## src/fp_add_pkg.sv

```systemverilog
`default_nettype none

package fp_add_pkg;

  // Single-precision format
  localparam int unsigned frac_w = 23;
  localparam int unsigned exp_w = 8;
  localparam int unsigned word_w = 32;

  // Hidden bit, fraction and three guard bits
  localparam int unsigned ext_w = 27;

  localparam logic [exp_w-1:0] exp_max = 8'hff;

  // Round-mode bit values
  localparam logic round_nearest_even = 1'b0;
  localparam logic round_zero = 1'b1;

  typedef struct packed {
    logic              sign;
    logic [exp_w-1:0]  exp;
    logic [frac_w-1:0] frac;
  } fp_word_t;

  // Inexact sits in bit 0
  typedef struct packed {
    logic invalid;
    logic divide_by_zero;
    logic overflow;
    logic underflow;
    logic inexact;
  } fp_flags_t;

  typedef struct packed {
    logic [ext_w-1:0] mant_a;
    logic [ext_w-1:0] mant_b;
    logic [exp_w-1:0] exp;
    logic             sign_a;
    logic             sign_b;
    logic             round_mode;
  } fp_aligned_t;

  typedef struct packed {
    logic [ext_w-1:0] mant;
    logic             carry;
    logic [exp_w-1:0] exp;
    logic             sign;
    fp_flags_t        flags;
    logic             round_mode;
  } fp_stage_t;

endpackage

`default_nettype wire

```

## src/fp_align.sv

```systemverilog
`timescale 1ns/1ps
`default_nettype none

module fp_align import fp_add_pkg::*; (
  input  wire         clk,
  input  wire         rst_n,

  input  wire         valid_in,
  input  wire         ready_in,
  input  wire fp_word_t op_a,
  input  wire fp_word_t op_b,
  input  wire         round_mode_in,

  output logic        valid_out,
  output logic        ready_out,
  output fp_aligned_t aligned
);

  logic [ext_w-1:0] mant_a_ext;
  logic [ext_w-1:0] mant_b_ext;
  logic             a_exp_larger;
  logic [exp_w-1:0] exp_diff;
  fp_aligned_t      aligned_next;

  // One item per stage, ready comes straight from downstream
  assign ready_out = ready_in;

  // Hidden one in front, zero guard bits behind
  assign mant_a_ext = {1'b1, op_a.frac, 3'b000};
  assign mant_b_ext = {1'b1, op_b.frac, 3'b000};

  assign a_exp_larger = op_a.exp >= op_b.exp;
  assign exp_diff = a_exp_larger ? op_a.exp - op_b.exp : op_b.exp - op_a.exp;

  always_comb begin
    aligned_next.sign_a = op_a.sign;
    aligned_next.sign_b = op_b.sign;
    aligned_next.round_mode = round_mode_in;

    // Shift of 27 or more leaves nothing
    if (a_exp_larger) begin
      aligned_next.exp = op_a.exp;
      aligned_next.mant_a = mant_a_ext;
      aligned_next.mant_b = mant_b_ext >> exp_diff;
    end else begin
      aligned_next.exp = op_b.exp;
      aligned_next.mant_a = mant_a_ext >> exp_diff;
      aligned_next.mant_b = mant_b_ext;
    end
  end

  always_ff @(posedge clk or negedge rst_n) begin
    if (!rst_n) begin
      valid_out <= 1'b0;
    end else if (ready_in) begin
      valid_out <= valid_in;
    end
  end

  always_ff @(posedge clk) begin
    if (valid_in && ready_out) begin
      aligned <= aligned_next;
    end
  end

endmodule

`default_nettype wire

```

## src/fp_addsub.sv

```systemverilog
`timescale 1ns/1ps
`default_nettype none

module fp_addsub import fp_add_pkg::*; (
  input  wire            clk,
  input  wire            rst_n,

  input  wire            valid_in,
  input  wire            ready_in,
  input  wire fp_aligned_t aligned,

  output logic           valid_out,
  output logic           ready_out,
  output fp_stage_t      sum
);

  logic             a_larger;
  logic [ext_w-1:0] mant_big;
  logic [ext_w-1:0] mant_small;
  logic             sign_big;
  fp_stage_t        sum_next;

  assign ready_out = ready_in;

  // Exponents already match, so the mantissas order the magnitudes
  assign a_larger = aligned.mant_a >= aligned.mant_b;
  assign mant_big = a_larger ? aligned.mant_a : aligned.mant_b;
  assign mant_small = a_larger ? aligned.mant_b : aligned.mant_a;
  assign sign_big = a_larger ? aligned.sign_a : aligned.sign_b;

  always_comb begin
    sum_next.exp = aligned.exp;
    sum_next.round_mode = aligned.round_mode;
    sum_next.flags = '0;

    if (aligned.sign_a == aligned.sign_b) begin
      {sum_next.carry, sum_next.mant} = {1'b0, aligned.mant_a} + {1'b0, aligned.mant_b};
      sum_next.sign = aligned.sign_a;
    end else begin
      // Larger minus smaller never borrows
      sum_next.mant = mant_big - mant_small;
      sum_next.carry = 1'b0;
      sum_next.sign = sign_big;
    end
  end

  always_ff @(posedge clk or negedge rst_n) begin
    if (!rst_n) begin
      valid_out <= 1'b0;
    end else if (ready_in) begin
      valid_out <= valid_in;
    end
  end

  always_ff @(posedge clk) begin
    if (valid_in && ready_out) begin
      sum <= sum_next;
    end
  end

endmodule

`default_nettype wire

```

## src/fp_normalize.sv

```systemverilog
`timescale 1ns/1ps
`default_nettype none

module fp_normalize import fp_add_pkg::*; (
  input  wire          clk,
  input  wire          rst_n,

  input  wire          valid_in,
  input  wire          ready_in,
  input  wire fp_stage_t in_stage,

  output logic         valid_out,
  output logic         ready_out,
  output fp_stage_t    out_stage
);

  logic      busy;
  logic      accept;
  fp_stage_t cur;

  fp_stage_t        load_stage;
  logic             load_done;
  logic [exp_w-1:0] exp_inc;

  fp_stage_t shift_stage;
  logic      shift_done;

  // Blocked while shifting or while the held result is still waiting
  assign ready_out = !busy && (!valid_out || ready_in);
  assign accept = valid_in && ready_out;

  assign exp_inc = in_stage.exp + 1'b1;

  // Value captured on acceptance
  always_comb begin
    load_stage = in_stage;
    load_stage.carry = 1'b0;

    if (in_stage.carry) begin
      load_stage.mant = {1'b1, in_stage.mant[ext_w-1:1]};
      load_stage.exp = exp_inc;
      if (in_stage.mant[0]) begin
        load_stage.flags.inexact = 1'b1;
      end
      if (exp_inc == exp_max) begin
        // Saturate to infinity
        load_stage.mant = '0;
        load_stage.flags.overflow = 1'b1;
        load_stage.flags.inexact = 1'b1;
      end
    end else if (in_stage.exp == '0) begin
      load_stage.flags.underflow = 1'b1;
      load_stage.flags.inexact = 1'b1;
    end
  end

  // Loop condition checked before any left shift
  assign load_done = in_stage.carry || in_stage.mant[ext_w-1] ||
                     in_stage.mant == '0 || in_stage.exp == '0;

  // One left shift per busy cycle
  always_comb begin
    shift_stage = cur;
    shift_stage.mant = cur.mant << 1;
    shift_stage.exp = cur.exp - 1'b1;
    if (shift_stage.exp == '0) begin
      shift_stage.flags.underflow = 1'b1;
      shift_stage.flags.inexact = 1'b1;
    end
  end

  assign shift_done = shift_stage.mant[ext_w-1] || shift_stage.mant == '0 ||
                      shift_stage.exp == '0;

  always_ff @(posedge clk or negedge rst_n) begin
    if (!rst_n) begin
      busy <= 1'b0;
      valid_out <= 1'b0;
    end else if (accept) begin
      busy <= !load_done;
      valid_out <= load_done;
    end else if (busy) begin
      busy <= !shift_done;
      valid_out <= shift_done;
    end else if (valid_out && ready_in) begin
      valid_out <= 1'b0;
    end
  end

  always_ff @(posedge clk) begin
    if (accept) begin
      cur <= load_stage;
    end else if (busy) begin
      cur <= shift_stage;
    end
  end

  assign out_stage = cur;

endmodule

`default_nettype wire

```

## src/fp_round.sv

```systemverilog
`timescale 1ns/1ps
`default_nettype none

module fp_round import fp_add_pkg::*; (
  input  wire          clk,
  input  wire          rst_n,

  input  wire          valid_in,
  input  wire          ready_in,
  input  wire fp_stage_t in_stage,

  output logic         valid_out,
  output logic         ready_out,
  output fp_stage_t    out_stage
);

  logic           last_bit;
  logic           round_bit;
  logic           sticky_bit;
  logic           round_up;
  logic [ext_w:0] mant_sum;
  fp_stage_t      stage_next;

  assign ready_out = ready_in;

  // Bit 3 is the last kept fraction bit
  assign last_bit = in_stage.mant[3];
  assign round_bit = in_stage.mant[2];
  assign sticky_bit = |in_stage.mant[1:0];

  always_comb begin
    case (in_stage.round_mode)
      round_nearest_even: round_up = round_bit && (sticky_bit || last_bit);
      round_zero:         round_up = 1'b0;
    endcase
  end

  // One unit in the last place
  assign mant_sum = {1'b0, in_stage.mant} + {{(ext_w - 3){1'b0}}, round_up, 3'b000};

  always_comb begin
    stage_next = in_stage;
    {stage_next.carry, stage_next.mant} = mant_sum;
    if (round_bit || sticky_bit) begin
      stage_next.flags.inexact = 1'b1;
    end
  end

  always_ff @(posedge clk or negedge rst_n) begin
    if (!rst_n) begin
      valid_out <= 1'b0;
    end else if (ready_in) begin
      valid_out <= valid_in;
    end
  end

  always_ff @(posedge clk) begin
    if (valid_in && ready_out) begin
      out_stage <= stage_next;
    end
  end

endmodule

`default_nettype wire

```

## src/fp_adder.sv

```systemverilog
`timescale 1ns/1ps
`default_nettype none

module fp_adder import fp_add_pkg::*; (
  input  wire            clk,
  input  wire            rst_n,

  input  wire fp_word_t  op_a,
  input  wire fp_word_t  op_b,
  input  wire            round_mode,
  input  wire            start,
  input  wire            out_ready,

  output wire            in_ready,
  output wire            valid_out,
  output wire fp_word_t  result,
  output wire fp_flags_t flags
);

  fp_aligned_t aligned;
  fp_stage_t   sum_stage;
  fp_stage_t   norm_stage;
  fp_stage_t   round_stage;
  fp_stage_t   renorm_stage;

  logic align_valid;
  logic addsub_valid;
  logic norm_valid;
  logic round_valid;

  logic addsub_ready;
  logic norm_ready;
  logic round_ready;
  logic renorm_ready;

  logic             res_zero;
  logic [exp_w-1:0] res_exp;

  fp_align align (
    .clk          (clk),
    .rst_n        (rst_n),
    .valid_in     (start),
    .ready_in     (addsub_ready),
    .op_a         (op_a),
    .op_b         (op_b),
    .round_mode_in(round_mode),
    .valid_out    (align_valid),
    .ready_out    (in_ready),
    .aligned      (aligned)
  );

  fp_addsub addsub (
    .clk      (clk),
    .rst_n    (rst_n),
    .valid_in (align_valid),
    .ready_in (norm_ready),
    .aligned  (aligned),
    .valid_out(addsub_valid),
    .ready_out(addsub_ready),
    .sum      (sum_stage)
  );

  fp_normalize norm (
    .clk      (clk),
    .rst_n    (rst_n),
    .valid_in (addsub_valid),
    .ready_in (round_ready),
    .in_stage (sum_stage),
    .valid_out(norm_valid),
    .ready_out(norm_ready),
    .out_stage(norm_stage)
  );

  fp_round rounder (
    .clk      (clk),
    .rst_n    (rst_n),
    .valid_in (norm_valid),
    .ready_in (renorm_ready),
    .in_stage (norm_stage),
    .valid_out(round_valid),
    .ready_out(round_ready),
    .out_stage(round_stage)
  );

  // Only sees a rounding carry or an already normalized value
  fp_normalize renorm (
    .clk      (clk),
    .rst_n    (rst_n),
    .valid_in (round_valid),
    .ready_in (out_ready),
    .in_stage (round_stage),
    .valid_out(valid_out),
    .ready_out(renorm_ready),
    .out_stage(renorm_stage)
  );

  // Zero mantissa packs as signed zero, except on overflow which is infinity
  assign res_zero = (renorm_stage.mant == '0) && !renorm_stage.flags.overflow;
  assign res_exp = res_zero ? '0 : renorm_stage.exp;

  assign result = word_w'({renorm_stage.sign, res_exp, renorm_stage.mant[ext_w-2 -: frac_w]});
  assign flags = renorm_stage.flags;

endmodule

`default_nettype wire

```

## config.mk

```make
export PLATFORM = sky130hd
export DESIGN_NAME = fp_adder
export DESIGN_NICKNAME = d
export VERILOG_FILES = /design/src/fp_add_pkg.sv /design/src/fp_align.sv /design/src/fp_addsub.sv /design/src/fp_normalize.sv /design/src/fp_round.sv /design/src/fp_adder.sv
export SDC_FILE = /design/constraint.sdc
export NUM_CORES = 1
export LEC_CHECK = 0
export ABC_AREA = 1
export BUFFER_PORTS_ARGS = -buffer_cell sky130_fd_sc_hd__buf_2
export CORE_MARGIN = 2
export CORE_UTILIZATION = 68
export DETAILED_ROUTE_END_ITERATION = 16
export MAX_ROUTING_LAYER = met4
export PLACE_DENSITY = 0.91
export REMOVE_ABC_BUFFERS = 1
export SYNTH_ARGS = -nofsm -noshare
export SYNTH_HDL_FRONTEND = slang
export SYNTH_SLANG_ARGS = --single-unit
```

## constraint.sdc

```tcl
create_clock -name clk -period 6.9 [get_ports clk]
set_clock_uncertainty 0.15 [all_clocks]
set_input_delay 1.38 -clock clk [delete_from_list [all_inputs] [get_ports clk]]
set_output_delay 1.38 -clock clk [all_outputs]
set_load 0.02 [all_outputs]
```

==> impl_metrics.ini <==
[synth]
ys_types = 59
synthesis.area_mm2 = 0.0183
syn_inst = 2493
synth_top_area_cell = edfxtp_1
ys.warnings.count = 0
async_flop_share = 0.0306
avgSynthCellArea_um2 = 7.33
yosysTopAreaCellShare = 0.365
ys.flop_type = edfxtp_1
synth-edff-count = 222
ys_seq_area_frac = 0.374
ys_top_cells_by_area = edfxtp_1 36%, nand2_1 13%, nand3_1 8.1%
ys_ff_latch = 229

[placement]
hpwl_mm = 41.2
port_buffers = 105
pre_cts_slack_ps = 1290
gp_congestion = 1.01

[worst_setup_path]
crit_type = input pin to flip-flop
critPathLaunch = op_a[23]
reg2reg_depth = 25
r2r_end = addsub.sum[42]$_DFFE_PP_
cp-start-kind = input pin
critPathMaxFanout = 49
crit_cells = 22
critPathBufInv = 7
rrSetupSlack_ps = 2300
worstPathArrival_ps = 5360
crit_chain = buf_2, inv_1, ha_2, inv_1, fa_1, nand2_1, inv_2, nor2_2, o21bai_2, o21ai_2, nand2_2, inv_2, o21ai_0, nand2_1, buf_4, nand2_1, inv_1, a21oi_1, o211ai_1, nand3_1, nand2_1, nand2_1
cp_top_family = buffers and inverters
crit_end = align.aligned[14]$_DFFE_PP_
crit_required_ps = 7020
path_common_cell = nand2_1
cp_slowest_cell = inv_2
crit_path_end_kind = flip-flop
r2r-start = align.aligned[58]$_DFFE_PP_
max_stage_delay_ps = 510

[sta]
post-route-period-util = 0.758
max_freq_mhz = 191
final.setup.worst_slack_ps = 1670
relSlewSlack = 0.307
rsz0062_at_grt = no
fin_crit_ps = 5230
setup_viol = 0
finalHoldViolCount = 0
tightest_slew_ps = 1030
hold_slack_ps = 269
drv_slew = 0

[clock_tree]
cts.repair.resized = 0
clock_sinks = 229
clockBufferDepth = 3
htree_num_levels = 1
cts_root_buf = clkbuf_16
cts_tree = done
postCtsHoldBufs = 0
clk_latency_ps = 520
path_clk_slew_ps = 60
numCtsBuffers = 23
postCtsSetupRepairBufs = 0

[global_routing]
grtUsageMet1 = 0.456
grt_pass1_wl_mm = 87.9
overflow = 0
antenna_found_initial = 0
grt_usage = 0.403
met3_usage = 0.0378
grtUsageMet2 = 0.705
grt_max_degree = 67
grt_pass1_vias = 17100
busiest_layer = met2

[power]
power_frac_clock = 0.128
combPwrFrac = 0.550
p_int_mw = 4.93
p_switching_mw = 4.88
ir_worst_vdd_v = 0.000239
power_frac_seq = 0.322
p_per_area_mw_per_mm2 = 505
leakagePower_nw = 8.94
sw_frac_of_total = 0.497

[status]
status = complete, but fails checks
violations = design-rule violations

[detailed_routing]
dr.first_iter.drc_count = 2222
drc = 1
drt_wl_total_mm = 56.7
wl_per_cell_um = 19.8
ant_nets = 0
dr.pass1.iters = 14
via_per_inst = 6.32
vias = 18100

[layout]
n_fill_cell = 2003
nets = 2658
final_cell_mix = 633 x nand2_1, 296 x inv_1, 295 x nand3_1
diodes = 0
layout_commonest_cell = nand2_1
drive_above_1_share = 0.0837
syn_to_final_growth_pct = 6.23
post-route-util = 0.729

[floorplan]
rows = 60
fp.dieArea_mm2 = 0.0282
start_util = 0.686
die_w_um = 168
die_h_um = 168
core_mm2 = 0.0267
io_pins = 108

[job]
drv_cap = 0

[worst_hold_path]
hp-class = flip-flop to flip-flop
-- area by class of cell --
type                            count  area, um2  share of cell area
Timing Repair Buffer              126        683              0.0352
Inverter                          310       1160              0.0599
Tap cell                          341        427              0.0220
Multi-Input combinational cell   1814       9560               0.492
Clock inverter                     14        139             0.00715
Sequential cell                   229       6840               0.352
Clock buffer                       28        604              0.0311
-- flip-flops by register name (all words and copies together) (netlist names), 38 cells and up --
name,cells
addsub.sum,38
align.aligned,65
norm.out_stage,40
renorm.out_stage,39
rounder.out_stage,40
-- worst min path at each step --
stage | startpoint | endpoint | slack (ps) | depth (start not counted)
final | align.aligned[3]$_DFFE_PP_ | addsub.sum[7]$_DFFE_PP_ | 270 | 0
after global placement | norm.out_stage[2]$_SDFFCE_PN1P_ | rounder.out_stage[2]$_DFFE_PP_ | 250 | 0
after CTS | align.aligned[3]$_DFFE_PP_ | addsub.sum[7]$_DFFE_PP_ | 270 | 0
after detailed placement | align.aligned[3]$_DFFE_PP_ | addsub.sum[7]$_DFFE_PP_ | 260 | 0
after floorplan | align.aligned[0]$_DFFE_PP_ | addsub.sum[0]$_DFFE_PP_ | 250 | 0
after global routing | align.aligned[0]$_DFFE_PP_ | addsub.sum[0]$_DFFE_PP_ | 280 | 0
-- power groups by stage --
stage | clock [mW] | sequential [mW] | combinational (mW)
floorplan | 0 | 3.05 | 3.65
global placement | 0 | 3.06 | 4.93
detailed placement | 0 | 3.11 | 5.13
CTS | 1.25 | 3.13 | 5.24
global route | 1.30 | 3.20 | 5.89
finish | 1.25 | 3.16 | 5.39
-- synthesized netlist by cell type, types with 7 or more instances --
cell type / number
xnor2_1: 12
o21ai_0: 116
buf_2: 40
o22ai_1: 12
a2bb2oi_1: 32
nand2_2: 9
inv_2: 12
inv_1: 296
nand2_1: 633
xor2_1: 57
edfxtp_1: 222
nand3b_1: 12
dfrtp_1: 7
nor2_1: 189
nor2_2: 9
a22oi_1: 19
a21oi_1: 142
nand3_1: 295
clkbuf_1: 56
ha_1: 82
nor4_1: 32
nand4_1: 28
o211ai_1: 18
buf_4: 36
nor3_1: 24
o21ai_1: 26
-- per-stage QoR --
step	total power [mW]	cells	TNS [ps]	instance area, um2
detailed placement	8.24	2820	0	18700
CTS	9.61	2862	0	19400
global route	10.4	2862	0	19400
finish	9.80	2862	0	19400
floorplan	6.69	2353	-15740	17500
global placement	7.99	2820	0	18700
-- worst reg2reg max path, stage by stage, from the launching register on --
cell and delay [ps]:
edfxtp_1 490, ha_1 530, nand2_1 150, nor2_1 290, nand2_1 130, nor2_1 160, nand2_2 360, nand3_4 430
inv_2 170, nand3_1 140, nand2_1 80, inv_1 70, ha_1 150, inv_1 60, nand2_1 90, nand2_1 60
nand3_1 120, nand2_1 110, nand2_1 120, nand2_1 110, nand2_1 70, nand2_1 70, nand2_1 70, nand2_1 50
nand2_1 90, inv_1 50
-- cells by family (layout without fill, tap and decap cells) --
kind of cell / after synthesis / count (layout) / synth area share
other: 1 / 2 / 0.000205
adders and majority gates: 85 / 85 / 0.0594
DFF: 229 / 229 / 0.374
and+or+nand+nor: 1246 / 1246 / 0.295
buffers and inverters: 451 / 478 / 0.105
AOI/OAI and AO/OA: 411 / 411 / 0.132
xor gates and xnor gates: 70 / 70 / 0.0346
-- metal layers --
metal	part of all wire	wire, um
met5	0	0
met4	0.061	3460
met3	0.076	4320
met2	0.50	28200
met1	0.36	20700
Power figures use the tool's default switching activity.
